## config.mk

```make
export PLATFORM = sky130hd
export DESIGN_NAME = biquad_top
export DESIGN_NICKNAME = d
export VERILOG_FILES = /design/src/rtl/biquad_pkg.sv /design/src/rtl/biquad_ifs.sv /design/src/rtl/biquad_sequencer.sv /design/src/rtl/biquad_top.sv /design/src/rtl/coef_regs_apb.sv /design/src/rtl/mac16_accum.sv /design/src/rtl/output_stage.sv /design/src/rtl/sample_history.sv
export SDC_FILE = /design/constraint.sdc
export NUM_CORES = 1
export LEC_CHECK = 0
export CAP_MARGIN = 0
export CELL_PAD_IN_SITES_DETAIL_PLACEMENT = 2
export CELL_PAD_IN_SITES_GLOBAL_PLACEMENT = 2
export CORE_MARGIN = 2
export CORE_UTILIZATION = 41
export CTS_CLUSTER_DIAMETER = 200
export CTS_CLUSTER_SIZE = 20
export DETAILED_ROUTE_END_ITERATION = 16
export DONT_BUFFER_PORTS = 1
export PLACE_DENSITY = 0.88
export SLEW_MARGIN = 20
export SYNTH_ARGS = -nofsm -noshare
export SYNTH_HDL_FRONTEND = slang
export SYNTH_SLANG_ARGS = --single-unit
```

## constraint.sdc

```tcl
create_clock -name clk -period 9.08 [get_ports clk]
set_input_delay 0.908 -clock clk [delete_from_list [all_inputs] [get_ports clk]]
set_output_delay 0.908 -clock clk [all_outputs]
set_load 0.02 [all_outputs]
```

## src/rtl/biquad_pkg.sv

```systemverilog
// ********************
// Biquad shared definitions
// Widths, Q2.14 format, APB register map and sequencer states
// ********************
package biquad_pkg;

    parameter int SAMPLE_W  = 16;   // Audio samples and coefficients
    parameter int ACC_W     = 32;   // MAC accumulator
    parameter int COEF_FRAC = 14;   // Q2.14 coefficients

    // APB byte offsets
    parameter logic [7:0] REG_B0     = 8'h00;
    parameter logic [7:0] REG_B1     = 8'h04;
    parameter logic [7:0] REG_B2     = 8'h08;
    parameter logic [7:0] REG_A1     = 8'h0C;
    parameter logic [7:0] REG_A2     = 8'h10;
    parameter logic [7:0] REG_CTRL   = 8'h14;   // Bit 0 enable
    parameter logic [7:0] REG_STATUS = 8'h18;   // Bit 0 overrun, bit 1 clip

    typedef logic signed [SAMPLE_W-1:0] sample_t;

    // One state per MAC product, then a pipeline drain
    typedef enum logic [2:0] {
        IDLE    = 3'd0,
        MULT_B0 = 3'd1,
        MULT_B1 = 3'd2,
        MULT_B2 = 3'd3,
        MULT_A1 = 3'd4,
        MULT_A2 = 3'd5,
        DRAIN   = 3'd6
    } seq_state_t;

endpackage

```

## src/rtl/biquad_ifs.sv

```systemverilog
// ********************
// Biquad internal buses
// Coefficient/event bus and sample history bus
// ********************
`timescale 1ns/1ps

interface coef_if;
    biquad_pkg::sample_t b0;
    biquad_pkg::sample_t b1;
    biquad_pkg::sample_t b2;
    biquad_pkg::sample_t a1;
    biquad_pkg::sample_t a2;
    logic                enable;
    logic                overrun_evt;   // One-cycle pulse from sequencer
    logic                clip_evt;      // One-cycle pulse from output stage

    modport regs (output b0, b1, b2, a1, a2, enable, input overrun_evt, clip_evt);
    modport seq  (input b0, b1, b2, a1, a2, enable, output overrun_evt);
    modport out  (output clip_evt);
endinterface

interface hist_if;
    biquad_pkg::sample_t x0;   // x[n]
    biquad_pkg::sample_t x1;   // x[n-1]
    biquad_pkg::sample_t x2;   // x[n-2]
    logic                start;

    modport src (output x0, x1, x2, start);
    modport dst (input x0, x1, x2, start);
endinterface

```

## src/rtl/biquad_sequencer.sv

```systemverilog
// ********************
// Biquad MAC sequencer
// Steps the shared MAC through b0, b1, b2, -a1, -a2
// and keeps the y history
// ********************
`timescale 1ns/1ps

module biquad_sequencer (
    input  logic                clk,
    input  logic                reset,
    coef_if.seq                 coef,
    hist_if.dst                 hist,
    input  logic                sample_valid,
    output logic                busy,
    output biquad_pkg::sample_t mac_a,
    output biquad_pkg::sample_t mac_b,
    output logic                mac_ce,
    output logic                mac_clr,
    output logic                acc_done,
    input  biquad_pkg::sample_t y_sat,
    input  logic                out_valid
);

    biquad_pkg::seq_state_t state;
    biquad_pkg::seq_state_t next_state;
    biquad_pkg::sample_t    b0_q;
    biquad_pkg::sample_t    b1_q;
    biquad_pkg::sample_t    b2_q;
    biquad_pkg::sample_t    a1_neg;   // Feedback terms stored negated
    biquad_pkg::sample_t    a2_neg;
    biquad_pkg::sample_t    y1;       // y[n-1]
    biquad_pkg::sample_t    y2;       // y[n-2]
    logic                   take;

    assign take             = sample_valid && coef.enable;
    assign coef.overrun_evt = take && busy;   // Dropped sample
    assign mac_clr          = (state == biquad_pkg::IDLE) && hist.start;
    assign mac_ce           = state inside {biquad_pkg::MULT_B0, biquad_pkg::MULT_B1,
                                            biquad_pkg::MULT_B2, biquad_pkg::MULT_A1,
                                            biquad_pkg::MULT_A2};

    // Busy from acceptance until the result leaves
    always_ff @(posedge clk) begin
        if (!reset) begin
            busy <= 1'b0;
        end else if (take && !busy) begin
            busy <= 1'b1;
        end else if (out_valid) begin
            busy <= 1'b0;
        end
    end

    always_ff @(posedge clk) begin
        if (!reset) begin
            state    <= biquad_pkg::IDLE;
            acc_done <= 1'b0;
        end else begin
            state    <= next_state;
            acc_done <= (state == biquad_pkg::DRAIN);   // Last product is summed now
        end
    end

    always_comb begin
        next_state = state;
        case (state)
            biquad_pkg::IDLE:    if (hist.start) next_state = biquad_pkg::MULT_B0;
            biquad_pkg::MULT_B0: next_state = biquad_pkg::MULT_B1;
            biquad_pkg::MULT_B1: next_state = biquad_pkg::MULT_B2;
            biquad_pkg::MULT_B2: next_state = biquad_pkg::MULT_A1;
            biquad_pkg::MULT_A1: next_state = biquad_pkg::MULT_A2;
            biquad_pkg::MULT_A2: next_state = biquad_pkg::DRAIN;
            default:             next_state = biquad_pkg::IDLE;
        endcase
    end

    // Coefficients frozen for the whole sample
    always_ff @(posedge clk) begin
        if (!reset) begin
            b0_q   <= '0;
            b1_q   <= '0;
            b2_q   <= '0;
            a1_neg <= '0;
            a2_neg <= '0;
        end else if (mac_clr) begin
            b0_q   <= coef.b0;
            b1_q   <= coef.b1;
            b2_q   <= coef.b2;
            a1_neg <= -coef.a1;
            a2_neg <= -coef.a2;
        end
    end

    always_ff @(posedge clk) begin
        if (!reset) begin
            y1 <= '0;
            y2 <= '0;
        end else if (out_valid) begin
            y2 <= y1;
            y1 <= y_sat;   // Clamped output feeds back
        end
    end

    always_comb begin
        case (state)
            biquad_pkg::MULT_B0: begin mac_a = b0_q;   mac_b = hist.x0; end
            biquad_pkg::MULT_B1: begin mac_a = b1_q;   mac_b = hist.x1; end
            biquad_pkg::MULT_B2: begin mac_a = b2_q;   mac_b = hist.x2; end
            biquad_pkg::MULT_A1: begin mac_a = a1_neg; mac_b = y1;      end
            biquad_pkg::MULT_A2: begin mac_a = a2_neg; mac_b = y2;      end
            default:             begin mac_a = '0;     mac_b = '0;      end
        endcase
    end

    // MAC runs only inside the busy interval, with no new start pending
    mac_window_chk: assert property (@(posedge clk) disable iff (!reset)
        mac_ce |-> (busy && !hist.start))
        else $error("MAC enable outside the busy interval, state=%0d", state);

endmodule

```

## src/rtl/biquad_top.sv

```systemverilog
// ********************
// Biquad IIR filter top
// APB coefficient port, audio in, filtered audio out
// ********************
`timescale 1ns/1ps

module biquad_top (
    input  logic                clk,
    input  logic                reset,
    input  logic                psel,
    input  logic                penable,
    input  logic                pwrite,
    input  logic [7:0]          paddr,
    input  logic [31:0]         pwdata,
    output logic [31:0]         prdata,
    output logic                pready,
    output logic                pslverr,
    input  biquad_pkg::sample_t sample_in,
    input  logic                sample_valid,
    output biquad_pkg::sample_t out_data,
    output logic                out_valid
);

    logic                                busy;
    biquad_pkg::sample_t                 mac_a;
    biquad_pkg::sample_t                 mac_b;
    logic                                mac_ce;
    logic                                mac_clr;
    logic signed [biquad_pkg::ACC_W-1:0] acc;
    logic                                acc_done;
    biquad_pkg::sample_t                 y_sat;

    coef_if coef_bus ();
    hist_if hist_bus ();

    coef_regs_apb coef_regs_apb_inst (
        .clk     (clk),
        .reset   (reset),
        .psel    (psel),
        .penable (penable),
        .pwrite  (pwrite),
        .paddr   (paddr),
        .pwdata  (pwdata),
        .prdata  (prdata),
        .pready  (pready),
        .pslverr (pslverr),
        .coef    (coef_bus.regs)
    );

    sample_history sample_history_inst (
        .clk          (clk),
        .reset        (reset),
        .sample_in    (sample_in),
        .sample_valid (sample_valid),
        .busy         (busy),
        .enable       (coef_bus.enable),
        .hist         (hist_bus.src)
    );

    biquad_sequencer biquad_sequencer_inst (
        .clk          (clk),
        .reset        (reset),
        .coef         (coef_bus.seq),
        .hist         (hist_bus.dst),
        .sample_valid (sample_valid),
        .busy         (busy),
        .mac_a        (mac_a),
        .mac_b        (mac_b),
        .mac_ce       (mac_ce),
        .mac_clr      (mac_clr),
        .acc_done     (acc_done),
        .y_sat        (y_sat),
        .out_valid    (out_valid)
    );

    mac16_accum mac16_accum_inst (
        .clk   (clk),
        .reset (reset),
        .clr   (mac_clr),
        .ce    (mac_ce),
        .a     (mac_a),
        .b     (mac_b),
        .acc   (acc)
    );

    output_stage output_stage_inst (
        .clk       (clk),
        .reset     (reset),
        .acc       (acc),
        .acc_done  (acc_done),
        .coef      (coef_bus.out),
        .out_data  (out_data),
        .out_valid (out_valid),
        .y_sat     (y_sat)
    );

endmodule

```

## src/rtl/coef_regs_apb.sv

```systemverilog
// ********************
// APB coefficient register block
// Five Q2.14 coefficients, CTRL enable and sticky STATUS bits
// ********************
`timescale 1ns/1ps

module coef_regs_apb (
    input  logic        clk,
    input  logic        reset,
    input  logic        psel,
    input  logic        penable,
    input  logic        pwrite,
    input  logic [7:0]  paddr,
    input  logic [31:0] pwdata,
    output logic [31:0] prdata,
    output logic        pready,
    output logic        pslverr,
    coef_if.regs        coef
);

    logic       access;
    logic       wr_en;
    logic       mapped;
    logic [1:0] status;       // [1] clip, [0] overrun
    logic [1:0] status_clr;   // Write-one-to-clear mask

    assign access  = psel && penable;   // Access phase
    assign wr_en   = access && pwrite;
    assign pready  = 1'b1;              // No wait states
    assign pslverr = access && !mapped;

    // Read mux and address decode
    always_comb begin
        mapped = 1'b1;
        prdata = '0;
        case (paddr)
            biquad_pkg::REG_B0:     prdata[biquad_pkg::SAMPLE_W-1:0] = coef.b0;
            biquad_pkg::REG_B1:     prdata[biquad_pkg::SAMPLE_W-1:0] = coef.b1;
            biquad_pkg::REG_B2:     prdata[biquad_pkg::SAMPLE_W-1:0] = coef.b2;
            biquad_pkg::REG_A1:     prdata[biquad_pkg::SAMPLE_W-1:0] = coef.a1;
            biquad_pkg::REG_A2:     prdata[biquad_pkg::SAMPLE_W-1:0] = coef.a2;
            biquad_pkg::REG_CTRL:   prdata[0] = coef.enable;
            biquad_pkg::REG_STATUS: prdata[1:0] = status;
            default:                mapped = 1'b0;   // Reads back zero
        endcase
    end

    assign status_clr = (wr_en && paddr == biquad_pkg::REG_STATUS) ? pwdata[1:0] : 2'b00;

    always_ff @(posedge clk) begin
        if (!reset) begin
            coef.b0     <= '0;
            coef.b1     <= '0;
            coef.b2     <= '0;
            coef.a1     <= '0;
            coef.a2     <= '0;
            coef.enable <= 1'b0;
            status      <= 2'b00;
        end else begin
            if (wr_en) begin
                case (paddr)
                    biquad_pkg::REG_B0:   coef.b0 <= pwdata[biquad_pkg::SAMPLE_W-1:0];
                    biquad_pkg::REG_B1:   coef.b1 <= pwdata[biquad_pkg::SAMPLE_W-1:0];
                    biquad_pkg::REG_B2:   coef.b2 <= pwdata[biquad_pkg::SAMPLE_W-1:0];
                    biquad_pkg::REG_A1:   coef.a1 <= pwdata[biquad_pkg::SAMPLE_W-1:0];
                    biquad_pkg::REG_A2:   coef.a2 <= pwdata[biquad_pkg::SAMPLE_W-1:0];
                    biquad_pkg::REG_CTRL: coef.enable <= pwdata[0];
                    default: ;
                endcase
            end
            // New events win over a clear in the same cycle
            status <= (status & ~status_clr) | {coef.clip_evt, coef.overrun_evt};
        end
    end

    apb_handshake_chk: assert property (@(posedge clk) disable iff (!reset)
        pready && (!penable || psel))
        else $error("APB handshake broken: pready=%b penable=%b psel=%b",
                    pready, penable, psel);

endmodule

```

## src/rtl/mac16_accum.sv

```systemverilog
// ********************
// 16x16 signed MAC
// Registered product feeding a wrapping 32-bit accumulator
// ********************
`timescale 1ns/1ps

module mac16_accum (
    input  logic                                clk,
    input  logic                                reset,
    input  logic                                clr,   // Zeroes product and sum
    input  logic                                ce,
    input  biquad_pkg::sample_t                 a,     // Coefficient
    input  biquad_pkg::sample_t                 b,     // Data
    output logic signed [biquad_pkg::ACC_W-1:0] acc
);

    logic signed [biquad_pkg::ACC_W-1:0] prod;
    logic                                prod_vld;   // prod holds a fresh term

    always_ff @(posedge clk) begin
        if (!reset || clr) begin
            prod     <= '0;
            prod_vld <= 1'b0;
            acc      <= '0;
        end else begin
            prod_vld <= ce;
            if (ce) begin
                prod <= biquad_pkg::ACC_W'(a) * biquad_pkg::ACC_W'(b);
            end
            if (prod_vld) begin
                acc <= acc + prod;   // Wraps at ACC_W
            end
        end
    end

endmodule

```

## src/rtl/output_stage.sv

```systemverilog
// ********************
// Biquad output stage
// Q2.14 rescale with saturation, valid pulse and clip event
// ********************
`timescale 1ns/1ps

module output_stage (
    input  logic                                clk,
    input  logic                                reset,
    input  logic signed [biquad_pkg::ACC_W-1:0] acc,
    input  logic                                acc_done,
    coef_if.out                                 coef,
    output biquad_pkg::sample_t                 out_data,
    output logic                                out_valid,
    output biquad_pkg::sample_t                 y_sat      // Back to the y history
);

    localparam int SAT_MAX = 2 ** (biquad_pkg::SAMPLE_W - 1) - 1;
    localparam int SAT_MIN = -(2 ** (biquad_pkg::SAMPLE_W - 1));

    logic signed [biquad_pkg::ACC_W-1:0] scaled;
    biquad_pkg::sample_t                 clamped;
    logic                                clip;

    assign scaled = acc >>> biquad_pkg::COEF_FRAC;   // Floor toward -inf

    always_comb begin
        clip = 1'b1;
        if (scaled > SAT_MAX) begin
            clamped = biquad_pkg::sample_t'(SAT_MAX);
        end else if (scaled < SAT_MIN) begin
            clamped = biquad_pkg::sample_t'(SAT_MIN);
        end else begin
            clip    = 1'b0;
            clamped = scaled[biquad_pkg::SAMPLE_W-1:0];
        end
    end

    always_ff @(posedge clk) begin
        if (!reset) begin
            out_valid     <= 1'b0;
            coef.clip_evt <= 1'b0;
        end else begin
            out_valid     <= acc_done;
            coef.clip_evt <= acc_done && clip;
        end
    end

    always_ff @(posedge clk) begin
        if (acc_done) begin
            out_data <= clamped;
        end
    end

    assign y_sat = out_data;

endmodule

```

## src/rtl/sample_history.sv

```systemverilog
// ********************
// Sample history stage
// Accepts input samples and shifts x[n], x[n-1], x[n-2]
// ********************
`timescale 1ns/1ps

module sample_history (
    input  logic                clk,
    input  logic                reset,
    input  biquad_pkg::sample_t sample_in,
    input  logic                sample_valid,
    input  logic                busy,      // From sequencer
    input  logic                enable,    // CTRL bit 0
    hist_if.src                 hist
);

    logic accept;
    logic shifted;   // History moved on the last edge

    // Only place where a sample is taken in
    assign accept = sample_valid && enable && !busy;

    always_ff @(posedge clk) begin
        if (!reset) begin
            hist.x0    <= '0;
            hist.x1    <= '0;
            hist.x2    <= '0;
            shifted    <= 1'b0;
            hist.start <= 1'b0;
        end else begin
            if (accept) begin
                hist.x2 <= hist.x1;
                hist.x1 <= hist.x0;
                hist.x0 <= sample_in;
            end
            shifted    <= accept;
            hist.start <= shifted;   // One cycle after the shift
        end
    end

    start_pulse_chk: assert property (@(posedge clk) disable iff (!reset)
        hist.start |=> !hist.start)
        else $error("start held high for two cycles");

endmodule

```

==> metrics.md <==
| Metric | Value |
|---|---|
| Run status | completed |
| Async set-reset flop share out of synthesis | 0% |
| RSZ-0062 raised after global routing | false |
| Ys flop type | dfxtp_1 |
| Chip width | 254 µm |
| Simple-Gate Fraction of Synth Area | 18.1% |
| H-tree depth | 1 |
| Crit path capture type | flop |
| First-iteration detailed-routing DRC count | 2071 |
| Reg clk slew, reported paths | 90 ps |
| Worst Tran Pin Value | 1160 ps |
| GP Congestion | 0.891 |
| Max rail drop VDD | 0.148 mV |
| Root buffer cell | clkbuf_16 |
| Clock buffer depth | 3 |
| Synth warn | 0 |
| Fmax | 112 MHz |
| CTS tree | yes |
| Period utilization | 98.0% |
| Placeable Area | 61600 µm² |
| Register area share after synthesis | 26.7% |
| Vias in the first global route | 26800 |
| Synth Instances | 2983 |
| Later-pin clock latency in the skew report | 600 ps |
| Worst r2r dst | mac16_accum_inst.prod[30] |
| Initial Util | 41.5% |
| Io pins | 113 |
| Flops & latches, synth | 333 |
| Final setup fails | 0 |
| Slew headroom | 22.5% |
| Post-synth EDFFs | 16 |
| Worst R2R Start | biquad_sequencer_inst.state[1] |
| Via density | 6.24 |
| Synth top area share | 24.8% |
| Mapped Area | 25500 µm² |
| Leading area contributor after synthesis | dfxtp_1 |
| DP HPWL | 79900 µm |
| Seq. cell area | 6830 µm² |
| GR Layer Usage met3 | 8.95% |
| Fin crit period | 8900 ps |
| Max-slew violations | 0 |
| Worst Path Class, Setup | flop to flop |
| Drt pass-1 iters | 7 |
| Layout cell share with drive strength beyond 1 | 5.22% |
| Final setup TNS | 0 ps |
| Clk_skew | 52.5 ps |
| Pwr dens | 92.0 nW/µm² |
| Met1 Track Usage GR | 39.7% |
| Multiplexer area fraction after synthesis | 3.46% |
| Compound-gate portion of the synthesized area | 15.2% |
| Total Routing Usage GR | 36.8% |
| Hold buffer count at CTS | 0 |
| PnR worst setup slack | 182 ps |
| Vias | 23300 |
| Post-place setup slack | 374 ps |
| Routed Antenna Nets | 0 |
| Drt drc | 0 |
| Synth Area in Adders | 26.2% |
| Leakage | 11.1 nW |
| Final hold vios | 0 |
| Max-Cap Viols | 0 |
| Final net count | 3332 |
| Crit start category | flop |
| Routing usage on met2 | 63.1% |
| CTS buffer count | 20 |
| Arrival @ worst endpoint | 9370 ps |
| Die ar. | 64300 µm² |
| Initial antenna violation count | 6 |
| Largest net degree at the start of global routing | 253 |
| Gr ovfl total | 0 |
| Distinct cells, synth | 77 |
| Routed WL per cell | 31.6 µm |
| Xor/xnor share of the synthesized area | 2.81% |
| Synth-to-layout area growth | 5.32% |
| Largest fanout on the critical path | 14 |
| Setup slack, reg-to-reg | 180 ps |
| Row cnt | 91 |
| Die Y | 254 µm |
| Final wirelength | 118000 µm |
| Crit path launch | biquad_sequencer_inst.state[1] |
| Critical Path Sink | mac16_accum_inst.prod[30] |
| Mean post-synth cell area | 8.56 µm² |
| HP Class | input port to flop |
| Main combinational cell family by area after synthesis | adder cells |
| TritonCTS Sinks | 333 |
| Multi-input logic area | 16900 µm² |
| First-pass GRT wire length | 176000 µm |
| Most used routing layer | met2 |
| Worst Path Required | 9550 ps |
| R2R depth | 26 |
| Number of fill cells | 6748 |
| Top cells by area, synth | dfxtp_1 (25%), fa_1 (21%), nand2_1 (8.7%) |
| # port buffers | 0 |
[cell type report]
cell class	instances	area share (%)
Antenna cell	5	0.0465
Clock buffer	23	1.90
Multi-Input combinational cell	2186	63.0
Timing Repair Buffer	49	1.43
Tap cell	837	3.89
Inverter	302	4.21
Sequential cell	333	25.4
Clock inverter	2	0.144
[power by group]
| group | internal [mW] | switching (mW) |
|---|---|---|
| registers | 1.47 | 0.000210 |
| logic | 0.0143 | 0.0167 |
| clock network | 0.408 | 0.566 |
[state kept, by name (all words and copies together), names as in the netlist, 16 cells and up]
signal,flops
mac16_accum_inst.acc,32
mac16_accum_inst.prod,32
biquad_sequencer_inst.a1_neg,16
biquad_sequencer_inst.a2_neg,16
biquad_sequencer_inst.b0_q,16
biquad_sequencer_inst.b1_q,16
biquad_sequencer_inst.b2_q,16
biquad_sequencer_inst.y1,16
biquad_sequencer_inst.y2,16
coef_regs_apb_inst.coef.a1,16
coef_regs_apb_inst.coef.a2,16
coef_regs_apb_inst.coef.b0,16
coef_regs_apb_inst.coef.b1,16
coef_regs_apb_inst.coef.b2,16
output_stage_inst.out_data,16
sample_history_inst.hist.x0,16
sample_history_inst.hist.x1,16
sample_history_inst.hist.x2,16
[timing repair]
item,in CTS,in global routing
setup buffers,0,0
endpoints found under the hold margin,0,0
resized for setup,0,8
endpoints found under the setup margin,0,5
[layer usage]
metal	share of wire, %	vias to the layer above
li1	-	9483
met2	49	1315
met4	8.3	4
met1	35	12000
met3	8.0	576
met5	0.015	-
[synthesized netlist by cell type (16+ instances only)]
library cell	number
mux2i_1	59
a22oi_1	43
and2_1	38
a221o_1	17
nand2b_1	19
buf_4	24
a211oi_1	18
a221oi_1	19
fa_1	263
o21ai_0	64
clkbuf_1	136
nand3_1	21
nand2_1	595
nor2b_1	44
a21oi_1	84
mux2_2	26
nor3_1	20
edfxtp_1	16
a21boi_0	179
xnor2_1	44
ha_1	115
nor2_1	275
dfxtp_1	317
inv_1	302
xor2_1	38
[kinds of logic after synthesis]
group | Yosys count
muxes | 85
xor gates and xnor gates | 82
AOI/OAI and AO/OA | 540
DFF | 333
adders and majority gates | 378
and+or+nand+nor | 1084
buffers and inverters | 479
other | 2
[layout by cell type (no fill, tap or decap), drive strengths merged, types with 5 or more instances in the layout]
| cell type | netlist | final |
|---|---|---|
| a211oi | 20 | 20 |
| a21boi | 190 | 190 |
| a21o | 14 | 14 |
| a21oi | 85 | 85 |
| a221o | 17 | 17 |
| a221oi | 23 | 23 |
| a222oi | 15 | 15 |
| a22oi | 43 | 43 |
| a31oi | 6 | 6 |
| and2 | 39 | 39 |
| and3 | 10 | 10 |
| buf | 40 | 49 |
| clkbuf | 137 | 23 |
| conb | 2 | 17 |
| dfxtp | 317 | 317 |
| diode | 0 | 5 |
| edfxtp | 16 | 16 |
| fa | 263 | 263 |
| ha | 115 | 115 |
| inv | 302 | 303 |
| mux2 | 26 | 26 |
| mux2i | 59 | 59 |
| nand2 | 595 | 595 |
| nand2b | 19 | 19 |
| nand3 | 21 | 21 |
| nor2 | 278 | 278 |
| nor2b | 44 | 44 |
| nor3 | 22 | 22 |
| nor4 | 9 | 9 |
| o211ai | 10 | 10 |
| o21a | 12 | 12 |
| o21ai | 68 | 68 |
| or2 | 14 | 14 |
| or3 | 11 | 11 |
| or4 | 8 | 8 |
| xnor2 | 44 | 44 |
| xor2 | 38 | 38 |
[metrics by stage]
step                      power [mW]  util (%)  hold slack, ps  cells  area, µm²
after floorplan                 1.55         -             412   2998      25600
after global placement          1.53      42.7             447   3706      26300
after detailed placement        1.53      42.7             457   3706      26300
after CTS                       2.48      43.6             433   3731      26800
after global routing            2.53      43.7             454   3732      26900
final                           2.47      43.7             441   3737      26900
[worst max-delay path: stages (launching register included)]
cell	delay, ps
dfxtp_1	620
buf_4	260
nor2b_1	710
a221o_1	380
nand2_1	90
buf_4	220
nor2_1	180
inv_1	110
fa_1	470
inv_1	290
fa_1	500
fa_1	480
fa_1	560
fa_1	580
inv_1	100
fa_1	560
inv_1	60
ha_1	360
a21oi_1	200
nor2b_1	90
o31ai_1	330
a21oi_1	190
a221oi_4	340
o21ai_2	150
and2_1	190
or4_1	520
a31oi_1	210
[worst min path at each step]
| stage | start | to | cells after the start |
|---|---|---|---|
| 2_1_floorplan | sample_history_inst.shifted | sample_history_inst.hist.start | 1 |
| 3_3_place_gp | sample_history_inst.hist.x2[15] | sample_history_inst.hist.x2[15] | 2 |
| 3_5_place_dp | sample_history_inst.shifted | sample_history_inst.hist.start | 1 |
| 4_1_cts | pwdata[10] | coef_regs_apb_inst.coef.b0[10] | 2 |
| 5_1_grt | pwdata[9] | coef_regs_apb_inst.coef.b0[9] | 2 |
| 6_report | pwdata[8] | coef_regs_apb_inst.coef.b0[8] | 2 |
No activity file was read; power rests on OpenSTA's default activity.
